--- src/mm_ram_macros.svh ---
/*
 * Memory map and constants of the test memory
 * region bases and lengths, boot-loop word, pass value and timer irq id
 */
`ifndef MM_RAM_MACROS_SVH
`define MM_RAM_MACROS_SVH

// ram mirrored at zero and at the sram base
`define MM_SRAM_BASE      32'h1C00_0000
`define MM_SRAM_LEN       32'h0000_4000

// boot rom region whose reads return the boot-loop word
`define MM_ROM_BASE       32'h1A00_0000
`define MM_ROM_LEN        32'h0000_2000

// test status register
`define MM_CTRL_BASE      32'h1A10_4000
`define MM_CTRL_LEN       32'h0000_1000

// timer region with the irq mask at offset 0 and the count at offset 4
`define MM_TIMER_BASE     32'h1A10_B000
`define MM_TIMER_LEN      32'h0000_1000

// jal x0, 0 keeps the core spinning until jtag takes over
`define MM_BOOT_LOOP_WORD 32'h0000_006F
`define MM_PASS_VALUE     32'h0000_F00D
`define MM_TIMER_IRQ_ID   5'd3

// byte address width of the ram
`define MM_RAM_AW         14

`endif

--- src/hw/mm_ram_pkg.sv ---
/*
 * Shared types of the test memory
 * bus master and read source encodings, address regions and the decoder
 */
`include "mm_ram_macros.svh"

package mm_ram_pkg;

    typedef enum logic [1:0] {
        MASTER_NONE,
        MASTER_INSTR,
        MASTER_DATA,
        MASTER_SB
    } bus_master_e;

    typedef enum logic [1:0] {
        SRC_NONE,
        SRC_RAM,
        SRC_ROM
    } rd_src_e;

    typedef enum logic [2:0] {
        REGION_RAM,
        REGION_ROM,
        REGION_CTRL,
        REGION_TIMER,
        REGION_UNMAP
    } region_e;

    // ram answers at both mirrors, anything outside the known regions is unmapped
    function automatic region_e decode_region(input logic [31:0] addr);
        region_e region;
        region = REGION_UNMAP;
        if ((addr >= `MM_SRAM_BASE && addr < `MM_SRAM_BASE + `MM_SRAM_LEN) ||
            addr < `MM_SRAM_LEN) begin
            region = REGION_RAM;
        end else if (addr >= `MM_ROM_BASE && addr < `MM_ROM_BASE + `MM_ROM_LEN) begin
            region = REGION_ROM;
        end else if (addr >= `MM_CTRL_BASE && addr < `MM_CTRL_BASE + `MM_CTRL_LEN) begin
            region = REGION_CTRL;
        end else if (addr >= `MM_TIMER_BASE && addr < `MM_TIMER_BASE + `MM_TIMER_LEN) begin
            region = REGION_TIMER;
        end
        return region;
    endfunction

endpackage

--- src/hw/bus_arbiter.sv ---
/*
 * Fixed-priority bus arbiter
 * grants one of system bus, data and instruction per cycle, decodes the
 * winner's address and routes it to the ram or the peripheral strobes
 */
`timescale 1ns/1ps
`include "mm_ram_macros.svh"

module bus_arbiter
    import mm_ram_pkg::*;
(
    input  logic                   instr_req_i,
    input  logic [31:0]            instr_addr_i,

    input  logic                   data_req_i,
    input  logic [31:0]            data_addr_i,
    input  logic                   data_we_i,
    input  logic [3:0]             data_be_i,
    input  logic [31:0]            data_wdata_i,

    input  logic                   sb_req_i,
    input  logic [31:0]            sb_addr_i,
    input  logic                   sb_we_i,
    input  logic [3:0]             sb_be_i,
    input  logic [31:0]            sb_wdata_i,

    output logic                   instr_gnt_o,
    output logic                   data_gnt_o,
    output logic                   sb_gnt_o,

    output logic                   ram_req_o,
    output logic                   ram_we_o,
    output logic [3:0]             ram_be_o,
    output logic [`MM_RAM_AW-3:0]  ram_addr_o,
    output logic [31:0]            ram_wdata_o,

    output logic                   ctrl_we_o,
    output logic [31:0]            ctrl_wdata_o,
    output logic                   timer_mask_we_o,
    output logic                   timer_cnt_we_o,
    output logic [31:0]            timer_wdata_o,

    output bus_master_e            gnt_master_o,
    output rd_src_e                rd_src_o
);

    logic [31:0] win_addr;
    logic        win_we;
    logic [3:0]  win_be;
    logic [31:0] win_wdata;
    logic [31:0] timer_off;
    region_e     win_region;

    // system bus first, then core data, then instruction fetch
    always_comb begin
        sb_gnt_o    = sb_req_i;
        data_gnt_o  = data_req_i && !sb_req_i;
        instr_gnt_o = instr_req_i && !sb_req_i && !data_req_i;
    end

    // pick the request fields of the winner
    always_comb begin
        gnt_master_o = MASTER_NONE;
        win_addr     = '0;
        win_we       = 1'b0;
        win_be       = '0;
        win_wdata    = '0;
        if (sb_req_i) begin
            gnt_master_o = MASTER_SB;
            win_addr     = sb_addr_i;
            win_we       = sb_we_i;
            win_be       = sb_be_i;
            win_wdata    = sb_wdata_i;
        end else if (data_req_i) begin
            gnt_master_o = MASTER_DATA;
            win_addr     = data_addr_i;
            win_we       = data_we_i;
            win_be       = data_be_i;
            win_wdata    = data_wdata_i;
        end else if (instr_req_i) begin
            // fetches are full-word reads
            gnt_master_o = MASTER_INSTR;
            win_addr     = instr_addr_i;
            win_be       = 4'b1111;
        end
    end

    assign win_region = decode_region(win_addr);
    assign timer_off  = win_addr - `MM_TIMER_BASE;

    // payload goes out unconditionally, the strobes qualify it
    assign ram_addr_o    = win_addr[`MM_RAM_AW-1:2];
    assign ram_wdata_o   = win_wdata;
    assign ctrl_wdata_o  = data_wdata_i;
    assign timer_wdata_o = win_wdata;

    always_comb begin
        ram_req_o       = 1'b0;
        ram_we_o        = 1'b0;
        ram_be_o        = '0;
        ctrl_we_o       = 1'b0;
        timer_mask_we_o = 1'b0;
        timer_cnt_we_o  = 1'b0;
        rd_src_o        = SRC_NONE;

        if (gnt_master_o != MASTER_NONE) begin
            case (win_region)
                REGION_RAM: begin
                    ram_req_o = 1'b1;
                    ram_we_o  = win_we;
                    ram_be_o  = win_be;
                    if (!win_we) rd_src_o = SRC_RAM;
                end
                REGION_ROM: begin
                    // writes are granted and dropped
                    if (!win_we) rd_src_o = SRC_ROM;
                end
                REGION_CTRL: begin
                    // only the core reports test status
                    ctrl_we_o = win_we && (gnt_master_o == MASTER_DATA);
                end
                REGION_TIMER: begin
                    timer_mask_we_o = win_we && (timer_off[31:2] == 30'd0);
                    timer_cnt_we_o  = win_we && (timer_off[31:2] == 30'd1);
                end
                default: begin
                end
            endcase
        end
    end

endmodule

--- config.mk ---
export PLATFORM = sky130hd
export DESIGN_NAME = bus_arbiter
export DESIGN_NICKNAME = d
export VERILOG_FILES = /design/src/hw/mm_ram_pkg.sv /design/src/hw/bus_arbiter.sv
export VERILOG_INCLUDE_DIRS = /design/src
export SDC_FILE = /design/constraint.sdc
export NUM_CORES = 1
export LEC_CHECK = 0
export ABC_AREA = 1
export BUFFER_PORTS_ARGS = -buffer_cell sky130_fd_sc_hd__buf_2
export CAP_MARGIN = 20
export CELL_PAD_IN_SITES_DETAIL_PLACEMENT = 0
export CELL_PAD_IN_SITES_GLOBAL_PLACEMENT = 1
export CORE_AREA = 2 2 115 117
export DETAILED_ROUTE_END_ITERATION = 12
export DIE_AREA = 0 0 117 119
export PLACE_DENSITY_LB_ADDON = 0.2
export SYNTH_ARGS = -nofsm -noshare
export SYNTH_HDL_FRONTEND = slang
export SYNTH_SLANG_ARGS = --single-unit
--- constraint.sdc ---
create_clock -name vclk -period 1.9
set_clock_uncertainty 0.1 [all_clocks]
set_input_delay 0 -clock vclk [all_inputs]
set_output_delay 0 -clock vclk [all_outputs]
set_load 0.03 [all_outputs]
### Word level (Yosys, flattened, before mapping)

Cells that the tools add are included.

| operators by class | value |
|---|---|
| $add $sub $neg | 1 |
| magnitude comparators | 9 |
| equality and inequality tests | 5 |
| multiplexer cells | 33 |
| reduce and logical (&&, ||, !) cells | 16 |

Operator list:

| operator | count |
|---|---|
| $mux 32 | 5 |
| $ge 32x29->1 const B | 4 |
| $lt 32x29->1 const B | 4 |
| $lt 32x15->1 const B | 1 |
| $sub 32x29->32 const B | 1 |
| $eq 30x1->1 const B | 1 |
| $logic_not 30->1 | 1 |
| $mux 4 | 5 |
| $mux 1 | 14 |
| $mux 3 | 4 |
| $logic_and 1x1->1 | 10 |
| $mux 2 | 4 |
| $eq 3x2->1 const B | 2 |
| $pmux 2 s2 | 1 |
| $eq 3x1->1 const B | 1 |
| $logic_not 3->1 | 1 |
| $eq 2x2->1 const B | 1 |
| $logic_not 1->1 | 2 |
| $reduce_bool 2->1 | 1 |
| $logic_or 1x1->1 | 1 |

| storage, ports and cells | value |
|---|---|
| register bits | 0 |
| input bits | 173 |
| word-level logic and storage cells | 64 |

### Logic depth before layout (Yosys ltp)

| depth | value |
|---|---|
| word-level depth | 12 |
| depth in mapped cells | 12 |

### Least setup slack after synthesis

Ideal clock, no wire load.

| timing path | value |
|---|---|
| kind | input -> output |
| start | input sb_req_i |
| end | output timer_mask_we_o |
| data arrival time | 1604 ps |
| required time | 1800 ps |
| slack | 196 ps |
| cell stages on the path | 11 |
| cell sequence | buf_6 -> nor2_4 -> buf_6 -> nand3_1 -> nand3_1 -> nand4_1 -> nor2_1 -> nand2_1 -> inv_1 -> nand2_1 -> nor2_1 |

| between the ends | value |
|---|---|
| cells in the longest elaborated chain, start to end | 10 |
| elaborated cells on any way between the ends | 28 |
| classes of those cells | add/sub: 1; order compare: 9; eq/ne: 1; mux: 9; reduce/logical: 8 |

Ends and longest elaborated chain:

| what | line | source |
|---|---|---|
| start, declared | bus_arbiter.sv:21 | `input logic sb_req_i,` |
| $mux 32 (*) | bus_arbiter.sv:68 | `if (sb_req_i) begin` |
| via ram_addr_o[10] | bus_arbiter.sv:34 | `` output logic [`MM_RAM_AW-3:0] ram_addr_o, `` |
| $ge 32x29->1 (no line) or $lt 32x29->1 (tied branches) | n/a |  |
| $logic_and 1x1->1 (no line) | n/a |  |
| $mux 3 | mm_ram_pkg.sv:41 | `` end else if (addr >= `MM_TIMER_BASE && addr < `MM_TIMER_BASE + `MM_TIMER_LEN) begin `` |
| $mux 3 | mm_ram_pkg.sv:39 | `` end else if (addr >= `MM_CTRL_BASE && addr < `MM_CTRL_BASE + `MM_CTRL_LEN) begin `` |
| $mux 3 | mm_ram_pkg.sv:37 | `` end else if (addr >= `MM_ROM_BASE && addr < `MM_ROM_BASE + `MM_ROM_LEN) begin `` |
| $mux 3 | mm_ram_pkg.sv:34 | `` if ((addr >= `MM_SRAM_BASE && addr < `MM_SRAM_BASE + `MM_SRAM_LEN) \|\| `` |
| $eq 3x2->1 | bus_arbiter.sv:107 | `case (win_region)` |
| $mux 1 (*) | bus_arbiter.sv:107 |  |
| $mux 1 (*) | bus_arbiter.sv:106 | `if (gnt_master_o != MASTER_NONE) begin` |
| end, declared | bus_arbiter.sv:39 | `output logic timer_mask_we_o,` |

The timed path passes the listed nets; every way through them passes the cells marked *.

### Final worst setup path

| timing path | value |
|---|---|
| start | input data_req_i |
| end | output ram_be_o[1] |

| between the ends | value |
|---|---|
| cells in the longest elaborated chain, start to end | 11 |
| elaborated cells on any way between the ends | 28 |
| classes of those cells | order compare: 9; mux: 12; reduce/logical: 7 |

Ends and longest elaborated chain:

| what | line | source |
|---|---|---|
| start, declared | bus_arbiter.sv:15 | `input logic data_req_i,` |
| $mux 32 | bus_arbiter.sv:74 | `end else if (data_req_i) begin` |
| $mux 32 | bus_arbiter.sv:68 |  |
| $ge 32x29->1 (no line) or $lt 32x29->1 (tied branches) | n/a |  |
| $logic_and 1x1->1 (no line) | n/a |  |
| $mux 3 | mm_ram_pkg.sv:41 |  |
| $mux 3 | mm_ram_pkg.sv:39 |  |
| $mux 3 | mm_ram_pkg.sv:37 |  |
| $mux 3 | mm_ram_pkg.sv:34 |  |
| $logic_not 3->1 | bus_arbiter.sv:107 |  |
| $mux 4 | bus_arbiter.sv:107 |  |
| $mux 4 (*) | bus_arbiter.sv:106 |  |
| end, declared | bus_arbiter.sv:33 | `output logic [3:0] ram_be_o,` |

Every way passes the cells marked *; elsewhere a longest branch is shown, timed or not.

==> results.cfg <==
[outcome]
status = completed

[floorplan]
pin_count = 297
start_util = 0.1640
core_area_um2 = 12870
core.rowCount = 42
die_h_um = 119
die_w_um = 117
die_area_um2 = 13920

[power_and_ir_drop]
pwr_density_cell_nw_per_um2 = 325.7
peakVddDrop_v = 0.0001042
p_clk_frac = 0
leakage_nw = 2.213
power_mw = 1.100
p_int_mw = 0.3839
switchingPower_mw = 0.7161
p_seq_frac = 0
p_sw_frac = 0.6510
pwr-share-comb = 1.000

[cells_and_area]
nNetsFinal = 800
mostFrequentLayoutCells = buf_2, nand2_1, nor2_1
clkbuf_count = 0
instances_no_fill = 802
layout_commonest_cell = buf_2
seq_cells = 0
area_delta_synth_final_pct = 59.89
regArea_um2 = 0
drive_gt1_frac = 0.5168

[global_routing]
grt_pass1_vias = 3076
grt_pass1_wl_um = 15600
antenna_found_initial = 2
grt_max_degree = 33
grt_usage = 0.1407
overflow = 0

[timing]
final_max_slew_viol_count = 0
fin_crit_ns = 1.730
slew_headroom = 0.7714
fmax_ghz = 0.5781
finalCritPeriodShare = 0.9103
setup_viol = 0
worst_pin_slew_ns = 0.3429
rsz0062_at_grt = no
tns_ns = 0
hold_viol = 0

[placement]
placed_cells = 799
gp_congestion = 0.8489
io_buffers = 291
dp_hpwl_um = 9615

[routing]
drt.antenna.violating_nets = 0
drt-initial-drc-count = 71
viasPerCell = 4.061
drc = 0
wirelength_um = 10870
wl_per_cell_um = 13.55
vias = 3257
first_pass_iters = 5

[logic_synthesis]
ys_types = 25
yosys_warnings = 0
synth_area_per_cell_um2 = 5.241
synth-seq-area-share = 0
syn_area_um2 = 2112
synth_fp_nets = 576
synthCells = 403

[clock_network]
cts-hold-fix-buffers = 0

[critical_path]
path_max_fanout = 7
endpoint_kind = output port
path_class = in -> out
worst_setup_path_start_kind = input pin
required_ns = 1.80
arrival_ns = 1.63

[worst_hold_path]
hp-class = in -> out

[flow_run]
max-cap-violations = 0
critical path: stages:
cell and delay (ns):
buf_2 0.14, inv_1 0.10, nor2_4 0.07, buf_12 0.14, nand2_1 0.05, nand2_1 0.05
nor2_1 0.22, nand3_2 0.16, nor2_2 0.20, nand4_4 0.18, nor2_1 0.13, buf_2 0.20
power groups by stage:
| stage | sequential (mW) | combinational [mW] | clock [mW] |
|---|---|---|---|
| 2_1_floorplan | 0 | 0.779 | 0 |
| 3_3_place_gp | 0 | 1.10 | 0 |
| 3_5_place_dp | 0 | 1.10 | 0 |
| 4_1_cts | 0 | 1.10 | 0 |
| 5_1_grt | 0 | 1.19 | 0 |
| 6_report | 0 | 1.10 | 0.0000000705 |
Yosys cell counts, drive strengths merged:
cell,instances,share of area
o22ai,2,0.0059
inv,45,0.081
clkbuf,5,0.0095
buf,80,0.28
o21ai,1,0.0024
nand3,37,0.092
a21oi,3,0.0071
nand3b,2,0.0071
a22o,32,0.13
a221oi,1,0.0041
nor3,6,0.014
o221ai,1,0.0041
nor2,72,0.14
nand4,6,0.021
nand2,110,0.20
kinds of logic (layout without fill, tap and decap cells):
| logic type | after synthesis | count (layout) | share of synthesized area |
|---|---|---|---|
| AO/OA/AOI/OAI | 40 | 40 | 0.1564 |
| buffers and inverters | 130 | 352 | 0.3703 |
| other | 0 | 1 | 0 |
| AND/OR/NAND/NOR | 233 | 233 | 0.4733 |
through the flow:
stage | worst slack [ns] | hold WS, ns | util | instance area (um^2)
after global placement | 0.08976 | 0.1681 | 0.2569 | 3308
after global routing | 0.001904 | 0.1789 | 0.2621 | 3374
after detailed placement | 0.06219 | 0.1665 | 0.2569 | 3308
final | 0.1703 | 0.1667 | 0.2623 | 3377
after floorplan | 0.1958 | 0.03167 | - | 2112
after CTS | 0.06323 | 0.1682 | 0.2569 | 3308
what timing repair did:
item,in CTS,in global routing
setup buffers,0,2
resized for setup,0,13
endpoints found under the setup margin,0,10
path summary, 6_finish.rpt:
kind / slack (ns) / cells past startpoint / startpoint / to
setup / recovery: 0.17 / 12 / data_req_i / ram_be_o[1]
hold / removal: 0.17 / 2 / data_wdata_i[9] / ctrl_wdata_o[9]
metal layers:
metal | routed length (um) | vias up | track usage
met5 | 0 | - | 0
met2 | 5685 | 162 | 0.2825
met3 | 900 | 0 | 0.02392
met4 | 0 | 0 | 0.002941
li1 | - | 1668 | -
met1 | 4283 | 1427 | 0.1593
area by class of cell:
class              count  area [um^2]
fillers             1517         9498
multi-input cells    273         1359
inverters             45        171.4
diodes                 1        2.502
well taps            176        220.2
repair buffers       307         1624
(Power assumes the default switching activity.)
