## config.mk

```make
export PLATFORM = sky130hd
export DESIGN_NAME = periph_regs
export DESIGN_NICKNAME = d
export VERILOG_FILES = /design/src/hw/periph_regs.sv
export VERILOG_INCLUDE_DIRS = /design/src
export SDC_FILE = /design/constraint.sdc
export NUM_CORES = 1
export LEC_CHECK = 0
export ABC_CLOCK_PERIOD_IN_PS = 2700
export BUFFER_PORTS_ARGS = -buffer_cell sky130_fd_sc_hd__buf_4
export CAP_MARGIN = 20
export CORE_ASPECT_RATIO = 1.5
export CORE_MARGIN = 1.5
export CORE_UTILIZATION = 46
export CTS_CLUSTER_DIAMETER = 200
export CTS_CLUSTER_SIZE = 25
export DETAILED_ROUTE_END_ITERATION = 7
export GPL_TIMING_DRIVEN = 0
export PLACE_DENSITY = 0.74
export SLEW_MARGIN = 20
export SYNTH_ARGS = -nofsm -noshare
export SYNTH_HDL_FRONTEND = slang
export SYNTH_SLANG_ARGS = --single-unit
```

## constraint.sdc

```tcl
create_clock -name clk_i -period 2.7 [get_ports clk_i]
set_input_delay 0.405 -clock clk_i [delete_from_list [all_inputs] [get_ports clk_i]]
set_output_delay 0.405 -clock clk_i [all_outputs]
set_load 0.05 [all_outputs]
```

## src/mm_ram_macros.svh

```systemverilog
/*
 * Memory map and constants of the test memory
 * region bases and lengths, boot-loop word, pass value and timer irq id
 */
`ifndef MM_RAM_MACROS_SVH
`define MM_RAM_MACROS_SVH

// ram mirrored at zero and at the sram base
`define MM_SRAM_BASE      32'h1C00_0000
`define MM_SRAM_LEN       32'h0000_4000

// boot rom region whose reads return the boot-loop word
`define MM_ROM_BASE       32'h1A00_0000
`define MM_ROM_LEN        32'h0000_2000

// test status register
`define MM_CTRL_BASE      32'h1A10_4000
`define MM_CTRL_LEN       32'h0000_1000

// timer region with the irq mask at offset 0 and the count at offset 4
`define MM_TIMER_BASE     32'h1A10_B000
`define MM_TIMER_LEN      32'h0000_1000

// jal x0, 0 keeps the core spinning until jtag takes over
`define MM_BOOT_LOOP_WORD 32'h0000_006F
`define MM_PASS_VALUE     32'h0000_F00D
`define MM_TIMER_IRQ_ID   5'd3

// byte address width of the ram
`define MM_RAM_AW         14

`endif

```

## src/hw/periph_regs.sv

```systemverilog
/*
 * Pseudo peripherals of the test memory
 * test pass/fail pulses and a countdown timer with masked interrupt
 */
`timescale 1ns/1ps
`include "mm_ram_macros.svh"

module periph_regs (
    input  logic        clk_i,
    input  logic        rst_ni,

    input  logic        ctrl_we_i,
    input  logic [31:0] ctrl_wdata_i,

    input  logic        timer_mask_we_i,
    input  logic        timer_cnt_we_i,
    input  logic [31:0] timer_wdata_i,

    input  logic        irq_ack_i,
    input  logic [4:0]  irq_id_i,

    output logic        irq_o,
    output logic        tests_passed_o,
    output logic        tests_failed_o
);

    logic [31:0] timer_mask_q;
    logic [31:0] timer_cnt_q;
    logic        irq_q;
    logic        ack_match;

    assign ack_match = irq_ack_i && (irq_id_i == `MM_TIMER_IRQ_ID);
    assign irq_o     = irq_q;

    // status pulse lines up with the write's rvalid
    always_ff @(posedge clk_i or negedge rst_ni) begin
        if (!rst_ni) begin
            tests_passed_o <= 1'b0;
            tests_failed_o <= 1'b0;
        end else begin
            tests_passed_o <= ctrl_we_i && (ctrl_wdata_i == `MM_PASS_VALUE);
            tests_failed_o <= ctrl_we_i && (ctrl_wdata_i != `MM_PASS_VALUE);
        end
    end

    // countdown pauses in any cycle that writes a timer register
    always_ff @(posedge clk_i or negedge rst_ni) begin
        if (!rst_ni) begin
            timer_mask_q <= '0;
            timer_cnt_q  <= '0;
        end else if (timer_mask_we_i) begin
            timer_mask_q <= timer_wdata_i;
        end else if (timer_cnt_we_i) begin
            timer_cnt_q <= timer_wdata_i;
        end else if (timer_cnt_q != '0) begin
            timer_cnt_q <= timer_cnt_q - 32'd1;
        end
    end

    // irq fires on the 1 -> 0 step when its mask bit is set
    always_ff @(posedge clk_i or negedge rst_ni) begin
        if (!rst_ni) begin
            irq_q <= 1'b0;
        end else if (!timer_mask_we_i && !timer_cnt_we_i && timer_cnt_q == 32'd1 &&
                     timer_mask_q[`MM_TIMER_IRQ_ID]) begin
            irq_q <= 1'b1;
        end else if (ack_match) begin
            irq_q <= 1'b0;
        end
    end

endmodule

```

Word-level counts from Yosys, hierarchy flattened

Index checks and enable logic that the tools add are counted.

Mux-type cells: 4
Equal/unequal tests: 4
Add/sub/neg operators: 1
Reduce and logical (&&, ||, !) cells: 12
Bitwise logic cells: 1

Operator list:

| kind                  | count |
|---|---|
| $mux 32               | 2 |
| $eq 32x1->1 const B   | 1 |
| $eq 32x16->1 const B  | 1 |
| $ne 32x16->1 const B  | 1 |
| $reduce_bool 32->1    | 1 |
| $sub 32x1->32 const B | 1 |
| $logic_and 1x1->1     | 6 |
| $eq 5x2->1 const B    | 1 |
| $reduce_bool 2->1     | 2 |
| $logic_not 1->1       | 2 |
| $mux 1                | 2 |
| $reduce_and 2->1      | 1 |
| $not 1->1             | 1 |

Logic and storage cells: 27
Bits in registers: 39
Output and inout port bits: 3

Logic depth before layout (Yosys ltp)

Gate-level depths: netlist (run 1).

Depth after elaboration: 5
Depth in mapped cells: 9
Mapped depth without buffers: 7

Least setup slack after synthesis (run 1)

OpenSTA, ideal clock, no wires.

Path type: reg2reg
From: reg timer_cnt_q[0]
To: reg timer_cnt_q[12]
Setup slack: 0.565 ns
Data required time: 2.574 ns
Clock period less this slack: 2.135 ns
Cell stages (with the launch flop): 9
Arrival time: 2.009 ns
Setup time: 0.126 ns
Buffers on the path: 1
Path through: dfrtp_1 inv_1 ha_1 nor3b_1 and4_1 buf_2 and4_1 nor2_1 a221o_1

Longest elaborated chain between the ends: 3
Elaborated cells on any way between the ends: 6
Those cells by class: add/sub (1); mux (2); reduce/logical (3)

Ends and longest elaborated chain:

| element                                                    | RTL line                             | text |
|---|---|---|
| from (decl)                                                | periph_regs.sv:28                    | `logic [31:0] timer_cnt_q;` |
| from (signal assigned)                                     | periph_regs.sv:54                    | `timer_cnt_q <= timer_wdata_i;` |
| from (signal assigned)                                     | periph_regs.sv:56                    | `timer_cnt_q <= timer_cnt_q - 32'd1;` |
| $sub 32x1->32 / $reduce_bool 32->1 (equally long branches) | periph_regs.sv:56, periph_regs.sv:55 |  |
| $mux 32 / $reduce_bool 2->1 (equally long branches)        | --                                   |  |
| $mux 32 / $reduce_and 2->1 (equally long branches)         | --                                   |  |

Parallel ways exist; a longest one is shown, timed or not. The select of a mux whose other input is x is not followed.
A chain may end at the register's enable or synchronous reset.

Worst setup path after layout (run 1)

From: reg timer_cnt_q[0]
To: reg timer_cnt_q[16]

Same word-level chain as after synthesis.

==> results of run 1 <==
==> how the worst max path moves through the flow <==
stage,slack [ns],cells after the start,to
3_5_place_dp,-0.10,9,timer_cnt_q[8]
5_1_grt,0.03,9,timer_cnt_q[15]
4_1_cts,0.12,9,timer_cnt_q[16]
6_report,0.16,9,timer_cnt_q[16]
2_1_floorplan,0.57,8,timer_cnt_q[12]
3_3_place_gp,-0.12,9,timer_cnt_q[3]
==> stage by stage <==
step                hold slack, ns  instance area [um2]  setup slack [ns]  power [mW]
finish                      0.0604                 3170             0.155        1.57
global route                 0.101                 3170            0.0302        1.64
CTS                         0.0862                 3160             0.125        1.56
detailed placement           0.404                 3050            -0.105        1.08
global placement             0.399                 3050            -0.116        1.06
floorplan                    0.109                 2400             0.565       0.899
==> cell usage after synthesis, types with 3 or more instances <==
library cell,count,area [um2]
sky130_fd_sc_hd__dfrtp_1,36,901
sky130_fd_sc_hd__o21ai_0,26,130
sky130_fd_sc_hd__nor2_1,17,63.8
sky130_fd_sc_hd__nor3_1,16,80.1
sky130_fd_sc_hd__clkbuf_1,14,52.6
sky130_fd_sc_hd__nor4_1,14,87.6
sky130_fd_sc_hd__a31oi_1,13,81.3
sky130_fd_sc_hd__nand2_1,13,48.8
sky130_fd_sc_hd__a21oi_1,10,50.1
sky130_fd_sc_hd__inv_1,10,37.5
sky130_fd_sc_hd__nand3_1,10,50.1
sky130_fd_sc_hd__a22oi_1,9,67.6
sky130_fd_sc_hd__o31ai_1,9,67.6
sky130_fd_sc_hd__nand4_1,7,43.8
sky130_fd_sc_hd__buf_2,5,25.0
sky130_fd_sc_hd__or3_1,5,31.3
sky130_fd_sc_hd__and2_1,4,25.0
sky130_fd_sc_hd__and4_1,4,35.0
sky130_fd_sc_hd__nor2b_1,4,25.0
sky130_fd_sc_hd__a2bb2oi_1,3,26.3
sky130_fd_sc_hd__mux2i_1,3,30.0
sky130_fd_sc_hd__o2bb2ai_1,3,26.3
sky130_fd_sc_hd__or4_4,3,33.8
==> critical path, stage by stage, from the launching register on <==
cell and delay, ns:
sky130_fd_sc_hd__dfrtp_1 0.44, sky130_fd_sc_hd__inv_1 0.12, sky130_fd_sc_hd__ha_1 0.22, sky130_fd_sc_hd__nor3b_4 0.37, sky130_fd_sc_hd__and4_1 0.24, sky130_fd_sc_hd__buf_2 0.19
sky130_fd_sc_hd__nand4_1 0.22, sky130_fd_sc_hd__nand2_1 0.21, sky130_fd_sc_hd__buf_2 0.28, sky130_fd_sc_hd__o21ai_0 0.14
==> power groups by stage <==
stage	logic [mW]	registers (mW)	clock network [mW]
6_report	0.375	0.705	0.488
3_3_place_gp	0.358	0.705	0
4_1_cts	0.369	0.700	0.488
3_5_place_dp	0.367	0.708	0
2_1_floorplan	0.213	0.686	0
5_1_grt	0.408	0.714	0.515
==> registers in the layout, indices dropped and copies added (netlist names) <==
name,flops
tests_failed_o,1
tests_passed_o,1
timer_mask_q,1
irq_o,1
timer_cnt_q,32
==> layer usage <==
metal  track usage, %  vias to the layer above  part of all wire (%)
li1                 -                     1273                     -
met1             33.3                     1294                    36
met2             50.3                      172                    52
met3             5.98                       26                   8.5
met4             13.5                        0                   3.6
met5                0                        -                     0
==> cells by family after synthesis <==
kind of cell | Yosys count | synth area share, %
AO/OA/AOI/OAI | 97 | 27.3
adder cells (fa/ha/maj) | 2 | 1.04
buffers and inverters | 30 | 5.26
flip-flops | 36 | 37.5
multiplexers | 3 | 1.25
AND/OR/NAND/NOR | 114 | 27.6
==> cells in the final DEF (no fill, tap or decap), types with 13 or more instances in the layout <==
master and n:
sky130_fd_sc_hd__a31oi_1 13, sky130_fd_sc_hd__buf_4 75, sky130_fd_sc_hd__clkbuf_1 15, sky130_fd_sc_hd__dfrtp_1 36
sky130_fd_sc_hd__nand2_1 13, sky130_fd_sc_hd__nor2_1 17, sky130_fd_sc_hd__nor3_1 16, sky130_fd_sc_hd__nor4_1 14
sky130_fd_sc_hd__o21ai_0 26
==> area by class of cell <==
type	instances	area [um2]
fillers	467	1920
multi-input cells	216	1390
flip-flops and latches	36	901
repair buffers	75	563
plain buffers	20	88.8
well taps	68	85.1
clock buffers	6	72.6
inverters	10	37.5
clock inverters	2	35.0
==> repair_timing <==
item	in CTS	in global routing
pin swaps	0	0
buffers inserted	0	0
cloned	0	0
endpoints found under the hold margin	0	0
endpoints found under the setup margin	26	11
resized for setup	1	1
==> metrics.txt, run 1 <==
# TYPE chip_impl_metric gauge
chip_impl_info{name="outcome",value="finished clean"} 1
chip_impl_metric{name="buffer_ports.inserted",unit=""} 75
chip_impl_metric{name="synth_enable_flop_cells",unit=""} 0
chip_impl_metric{name="cts.htree.levels",unit=""} 2
chip_impl_metric{name="number_of_global_route_vias_before_repair",unit=""} 2732
chip_impl_metric{name="cts.path.max_buffers",unit=""} 2
chip_impl_metric{name="crit_path_max_fanout",unit=""} 10
chip_impl_metric{name="grt_antenna_before_repair",unit=""} 0
chip_impl_metric{name="logic_depth_of_the_worst_register_to_register_path",unit=""} 9
chip_impl_metric{name="wire_per_inst",unit="um"} 18.5
chip_impl_info{name="cts_root_buffer",value="sky130_fd_sc_hd__clkbuf_8"} 1
chip_impl_metric{name="globalRouteOverflowTotal",unit=""} 0
chip_impl_metric{name="cellInternalPower",unit="mW"} 1.07
chip_impl_metric{name="post-place-cells",unit=""} 425
chip_impl_metric{name="seq_power_share",unit="%"} 45.0
chip_impl_metric{name="mappedNetlistArea",unit="mm2"} 0.00240
chip_impl_metric{name="fp.coreArea",unit="mm2"} 0.00508
chip_impl_metric{name="net-switching-power",unit="uW"} 499
chip_impl_metric{name="ios",unit=""} 78
chip_impl_metric{name="worst_ep_required_time",unit="ns"} 2.86
chip_impl_metric{name="max-slew-margin-rel",unit="%"} 45.8
chip_impl_metric{name="initialDrtViolationCount",unit=""} 287
chip_impl_metric{name="postCtsHoldBufs",unit=""} 0
chip_impl_metric{name="power.combinational.fraction",unit="%"} 23.9
chip_impl_info{name="start_kind",value="flip-flop"} 1
chip_impl_metric{name="timing.final.crit_share",unit="%"} 94.3
chip_impl_metric{name="drive_gt1_share",unit="%"} 27.7
chip_impl_metric{name="die_y",unit="um"} 91.5
chip_impl_metric{name="synth_async_reset_ratio",unit="%"} 100
chip_impl_metric{name="worst_clock_skew",unit="ns"} 0.0115
chip_impl_metric{name="drt_first_pass_iters",unit=""} 5
chip_impl_metric{name="dr_total_vias",unit=""} 2765
chip_impl_metric{name="final_core_util",unit="%"} 62.3
chip_impl_metric{name="setup_viol",unit=""} 0
chip_impl_metric{name="min_period",unit="ns"} 2.54
chip_impl_metric{name="detailed_place_hpwl",unit="mm"} 5.77
chip_impl_info{name="timing.setup.critical_path_class",value="flip-flop to flip-flop"} 1
chip_impl_metric{name="p_leak",unit="nW"} 1.31
chip_impl_info{name="rr_startpoint",value="timer_cnt_q[0]"} 1
chip_impl_metric{name="layout.cells.non_filler",unit=""} 433
chip_impl_metric{name="areaGrowthSynthToFinish",unit="%"} 31.9
chip_impl_metric{name="synthesis.nets",unit=""} 359
chip_impl_info{name="timing.critical_path.to_type",value="flip-flop"} 1
chip_impl_metric{name="drt_drc_violations_left",unit=""} 0
chip_impl_metric{name="worst-r2r-setup-slack",unit="ns"} 0.16
chip_impl_metric{name="critical_path_arrival",unit="ns"} 2.71
chip_impl_metric{name="synth-seq-cells",unit=""} 36
chip_impl_metric{name="power_density",unit="mW/mm2"} 495
chip_impl_metric{name="ys_warn_count",unit=""} 0
chip_impl_metric{name="synth_area_per_cell",unit="um2"} 8.51
chip_impl_metric{name="initial_core_util",unit="%"} 47.2
chip_impl_metric{name="num_antenna_cells",unit=""} 0
chip_impl_info{name="rsz0062_at_grt",value="no"} 1
chip_impl_metric{name="clock_sink_count",unit=""} 36
chip_impl_metric{name="die_x",unit="um"} 62.0
chip_impl_metric{name="clock_insertion_delay_worst_skew",unit="ns"} 0.30
chip_impl_info{name="cts_tree",value="yes"} 1
chip_impl_info{name="r2r-end",value="timer_cnt_q[16]"} 1
chip_impl_metric{name="grt_start_max_net_pins",unit=""} 37
chip_impl_metric{name="timing_worst_slew_pin_value",unit="ns"} 0.805
chip_impl_metric{name="grt_pass1_wl",unit="mm"} 12.5
chip_impl_metric{name="ir_worst_vdd",unit="uV"} 277
chip_impl_info{name="min-delay-path-class",value="primary input to async pin"} 1
chip_impl_metric{name="power_switching_share",unit="%"} 31.9
chip_impl_metric{name="cap_violations",unit=""} 0
chip_impl_metric{name="ys_seq_area_share",unit="%"} 37.5
chip_impl_metric{name="fp.dieArea",unit="mm2"} 0.00567
chip_impl_metric{name="finalHoldViolCount",unit=""} 0
chip_impl_metric{name="grt_util_all_layers",unit="%"} 29.5
chip_impl_metric{name="synthesis.instances",unit=""} 282
chip_impl_metric{name="vias_per_cell",unit=""} 6.39
chip_impl_metric{name="rows",unit=""} 32
chip_impl_info{name="synthFlopType",value="sky130_fd_sc_hd__dfrtp_1"} 1
chip_impl_metric{name="max_freq",unit="MHz"} 393
chip_impl_metric{name="finalSetupTns",unit="ns"} 0
chip_impl_info{name="critPathLaunch",value="timer_cnt_q[0]"} 1
chip_impl_metric{name="final_nets",unit=""} 441
chip_impl_metric{name="numCtsBuffers",unit=""} 5
chip_impl_metric{name="synthDistinctLibCells",unit=""} 55
chip_impl_metric{name="slew_viol_final",unit=""} 0
chip_impl_metric{name="clkSlewWorstSetupHoldPaths",unit="ns"} 0.08
chip_impl_metric{name="gpl.final_weighted_congestion",unit=""} 0.918
chip_impl_metric{name="wirelength",unit="mm"} 8.02
chip_impl_metric{name="antenna_violating_nets_post_route",unit=""} 0
chip_impl_metric{name="power.clock.fraction",unit="%"} 31.1
(Power assumes the default switching activity.)
==> run 2: changes to the inputs <==
BUFFER_PORTS_ARGS = unset   (was -buffer_cell sky130_fd_sc_hd__buf_4)
CORE_ASPECT_RATIO = 0.9   (was 1.5)
CORE_UTILIZATION = 55   (was 46)
DONT_BUFFER_PORTS = 1   (was unset)
PLACE_DENSITY = 0.7   (was 0.74)
==> run 2 against run 1 <==
Compared with the run above:
- sequential share of layout area is 6.1 points higher
- core utilization is 0.91 points higher
- total power fell by 9.4%
- wire length decreased by 6.2%
- sequential power about the same
- setup slack better by 0.012 ns
- maximum frequency grew 0.46%
- flip-flop and latch count stayed put
- final area decreased by 18%
- register-to-register slack about the same
- final cell count is 21% lower
- largest power group unchanged
- highest routed layer unchanged
==> metrics.txt, run 2 (synthesized netlist as in run 1, its figures left out) <==
# TYPE chip_impl_metric gauge
chip_impl_metric{name="place_worst_setup_slack",unit="ns"} -0.152
chip_impl_metric{name="min_delay_path_depth",unit=""} 1
chip_impl_info{name="timing.setup.critical_path_class",value="flip-flop to flip-flop"} 1
chip_impl_metric{name="largest_register_ffs",unit=""} 32
chip_impl_metric{name="number_of_global_route_vias_before_repair",unit=""} 2369
chip_impl_metric{name="drt_drc_violations_left",unit=""} 0
chip_impl_metric{name="max_freq",unit="MHz"} 395
chip_impl_metric{name="final_nets",unit=""} 370
chip_impl_metric{name="crit_path_max_fanout",unit=""} 10
chip_impl_metric{name="detailed_place_hpwl",unit="mm"} 5.07
chip_impl_info{name="hold_path_end",value="timer_mask_q[3]"} 1
chip_impl_metric{name="fillers",unit=""} 363
chip_impl_info{name="cts_tree",value="yes"} 1
chip_impl_info{name="final_common_cell",value="sky130_fd_sc_hd__dfrtp_1"} 1
chip_impl_metric{name="timing.final.crit_share",unit="%"} 93.8
chip_impl_metric{name="globalRouteMet2Util",unit="%"} 51.6
chip_impl_metric{name="cap_violations",unit=""} 0
chip_impl_metric{name="globalRouteOverflowTotal",unit=""} 0
chip_impl_metric{name="wp_buf_inv",unit=""} 2
chip_impl_info{name="start_kind",value="flip-flop"} 1
chip_impl_info{name="worstHoldStart",value="timer_wdata_i[3]"} 1
chip_impl_metric{name="num_antenna_cells",unit=""} 0
chip_impl_metric{name="gr-usage-met1",unit="%"} 43.7
chip_impl_metric{name="slew_viol_final",unit=""} 0
chip_impl_metric{name="p_leak",unit="nW"} 0.967
chip_impl_metric{name="final.setup.worst_slack",unit="ns"} 0.167
chip_impl_metric{name="antenna_violating_nets_post_route",unit=""} 0
chip_impl_info{name="rsz0062_at_grt",value="no"} 1
chip_impl_info{name="rr_startpoint",value="timer_cnt_q[10]"} 1
chip_impl_metric{name="grt_pass1_wl",unit="mm"} 11.9
chip_impl_metric{name="fp.dieArea",unit="mm2"} 0.00477
chip_impl_metric{name="clkSlewWorstSetupHoldPaths",unit="ns"} 0.08
chip_impl_metric{name="drt_first_pass_iters",unit=""} 6
chip_impl_metric{name="logic_depth_of_the_worst_register_to_register_path",unit=""} 7
chip_impl_info{name="outcome",value="finished clean"} 1
chip_impl_metric{name="initialDrtViolationCount",unit=""} 252
chip_impl_info{name="critical_path.cell_chain",value="nor4_1, and4_1, buf_2, nand4_1, nand2_1, buf_2, o21ai_0"} 1
chip_impl_metric{name="fp.coreArea",unit="mm2"} 0.00413
chip_impl_metric{name="worst-r2r-setup-slack",unit="ns"} 0.17
chip_impl_metric{name="rows",unit=""} 22
chip_impl_metric{name="worst_path_largest_cell_delay",unit="ns"} 0.61
chip_impl_info{name="cell_mode_on_critical_path",value="sky130_fd_sc_hd__buf_2"} 1
chip_impl_metric{name="grt_util_all_layers",unit="%"} 33.2
chip_impl_metric{name="gpl.final_weighted_congestion",unit=""} 0.877
chip_impl_metric{name="clock_sink_count",unit=""} 36
chip_impl_metric{name="vias_per_cell",unit=""} 7.15
chip_impl_metric{name="die_x",unit="um"} 72.6
chip_impl_metric{name="initial_core_util",unit="%"} 58.2
chip_impl_metric{name="critical_path_arrival",unit="ns"} 2.70
chip_impl_metric{name="power_switching_share",unit="%"} 33.8
chip_impl_metric{name="cellInternalPower",unit="uW"} 940
chip_impl_metric{name="gr-usage-met3",unit="%"} 9.36
chip_impl_metric{name="clock_insertion_delay_worst_skew",unit="ns"} 0.30
chip_impl_metric{name="numCtsBuffers",unit=""} 5
chip_impl_metric{name="ir_worst_vdd",unit="uV"} 355
chip_impl_info{name="timing.critical_path.to_type",value="flip-flop"} 1
chip_impl_info{name="cts_root_buffer",value="sky130_fd_sc_hd__clkbuf_8"} 1
chip_impl_metric{name="finalHoldViolCount",unit=""} 0
chip_impl_metric{name="final_core_util",unit="%"} 63.2
chip_impl_info{name="r2r-end",value="timer_cnt_q[23]"} 1
chip_impl_metric{name="buffer_ports.inserted",unit=""} 0
chip_impl_metric{name="ios",unit=""} 78
chip_impl_metric{name="worst_clock_skew",unit="ns"} 0.00975
chip_impl_metric{name="net-switching-power",unit="uW"} 480
chip_impl_metric{name="grt_start_max_net_pins",unit=""} 37
chip_impl_metric{name="wirelength",unit="mm"} 7.52
chip_impl_metric{name="max-slew-margin-rel",unit="%"} 51.1
chip_impl_metric{name="wire_per_inst",unit="um"} 22.0
chip_impl_metric{name="cts.path.max_buffers",unit=""} 2
chip_impl_metric{name="finalSetupTns",unit="ns"} 0
chip_impl_metric{name="power_density",unit="mW/mm2"} 544
chip_impl_metric{name="setup_viol",unit=""} 0
chip_impl_info{name="gr-max-usage-layer",value="met2"} 1
chip_impl_info{name="critical-path-slowest-cell",value="sky130_fd_sc_hd__nor4_1"} 1
chip_impl_metric{name="min_period",unit="ns"} 2.53
chip_impl_metric{name="seq_power_share",unit="%"} 49.9
chip_impl_metric{name="power.clock.fraction",unit="%"} 29.2
chip_impl_metric{name="timing_worst_slew_pin_value",unit="ns"} 0.727
chip_impl_metric{name="drive_gt1_share",unit="%"} 10.2
chip_impl_metric{name="worst_ep_required_time",unit="ns"} 2.87
chip_impl_info{name="top_register",value="timer_cnt_q"} 1
chip_impl_metric{name="cts.htree.levels",unit=""} 2
chip_impl_info{name="min-delay-path-class",value="primary input to flip-flop"} 1
chip_impl_info{name="kind_of_cell_adding_the_most_delay_to_the_critical_path",value="simple AND/OR/NAND/NOR gates"} 1
chip_impl_metric{name="power.combinational.fraction",unit="%"} 20.9
chip_impl_metric{name="grt_antenna_before_repair",unit=""} 0
chip_impl_metric{name="die_y",unit="um"} 65.7
chip_impl_metric{name="dr_total_vias",unit=""} 2445
chip_impl_metric{name="areaGrowthSynthToFinish",unit="%"} 8.70
chip_impl_info{name="layout_common_cells",value="sky130_fd_sc_hd__dfrtp_1, sky130_fd_sc_hd__o21ai_0, sky130_fd_sc_hd__nor2_1"} 1
## run 2: how the worst max path moves through the flow
| stage | start | cells after the start | slack (ns) | end |
|---|---|---|---|---|
| 3_3_place_gp | timer_cnt_q[0] | 9 | -0.14 | timer_cnt_q[23] |
| 5_1_grt | timer_cnt_q[10] | 7 | 0.03 | timer_cnt_q[23] |
| 2_1_floorplan | timer_cnt_q[0] | 8 | 0.57 | timer_cnt_q[12] |
| 6_report | timer_cnt_q[10] | 7 | 0.17 | timer_cnt_q[23] |
| 4_1_cts | timer_cnt_q[0] | 9 | 0.13 | timer_cnt_q[23] |
| 3_5_place_dp | timer_cnt_q[0] | 9 | -0.15 | timer_cnt_q[23] |
## run 2: worst reg2reg max path: cells and delay by family (launching register included)
kind,cells,cell delay [ns]
AND/OR/NAND/NOR,4,1.35
AO/OA/AOI/OAI,1,0.15
flip-flops,1,0.44
buffers and inverters,2,0.46
## run 2: area by class of cell
cell class,count,area [um2],share of cell area [%]
timing repair buffer,4,45.0,1.73
inverter,10,37.5,1.44
clock inverter,2,10.0,0.384
tap,48,60.1,2.30
sequential,36,901,34.5
buffer,20,88.8,3.40
clock buffer,6,82.6,3.16
multi-input combinational,216,1390,53.1
## run 2: power by group through the flow
stage | Combinational (mW) | Sequential, mW | Clock [mW]
floorplan | 0.213 | 0.686 | 0
global placement | 0.263 | 0.707 | 0
detailed placement | 0.266 | 0.709 | 0
CTS | 0.284 | 0.701 | 0.418
global route | 0.333 | 0.722 | 0.435
finish | 0.297 | 0.708 | 0.414
## run 2: what timing repair did
| action | 4_1_cts | 5_1_grt |
|---|---|---|
| resized for setup | 1 | 1 |
| hold buffers | 2 | 0 |
| hold endpoints to repair | 36 | 0 |
| endpoints found under the setup margin | 26 | 20 |
| setup buffers | 0 | 2 |
## run 2: metal layers
layer  wire, um  share of wire, %  vias to the layer above
met4        118               1.6                        0
li1           -                 -                     1127
met1       3300                44                     1175
met3        719               9.6                       12
met5          0                 0                        -
met2       3380                45                      131
## run 2: metrics by stage
step | cell area [um2] | power, mW | instances | hold WS (ns)
4_1_cts | 2590 | 1.40 | 340 | 0.222
2_1_floorplan | 2400 | 0.899 | 282 | 0.109
6_report | 2610 | 1.42 | 342 | 0.219
3_3_place_gp | 2460 | 0.970 | 330 | 0.110
5_1_grt | 2610 | 1.49 | 342 | 0.232
3_5_place_dp | 2460 | 0.975 | 330 | 0.110
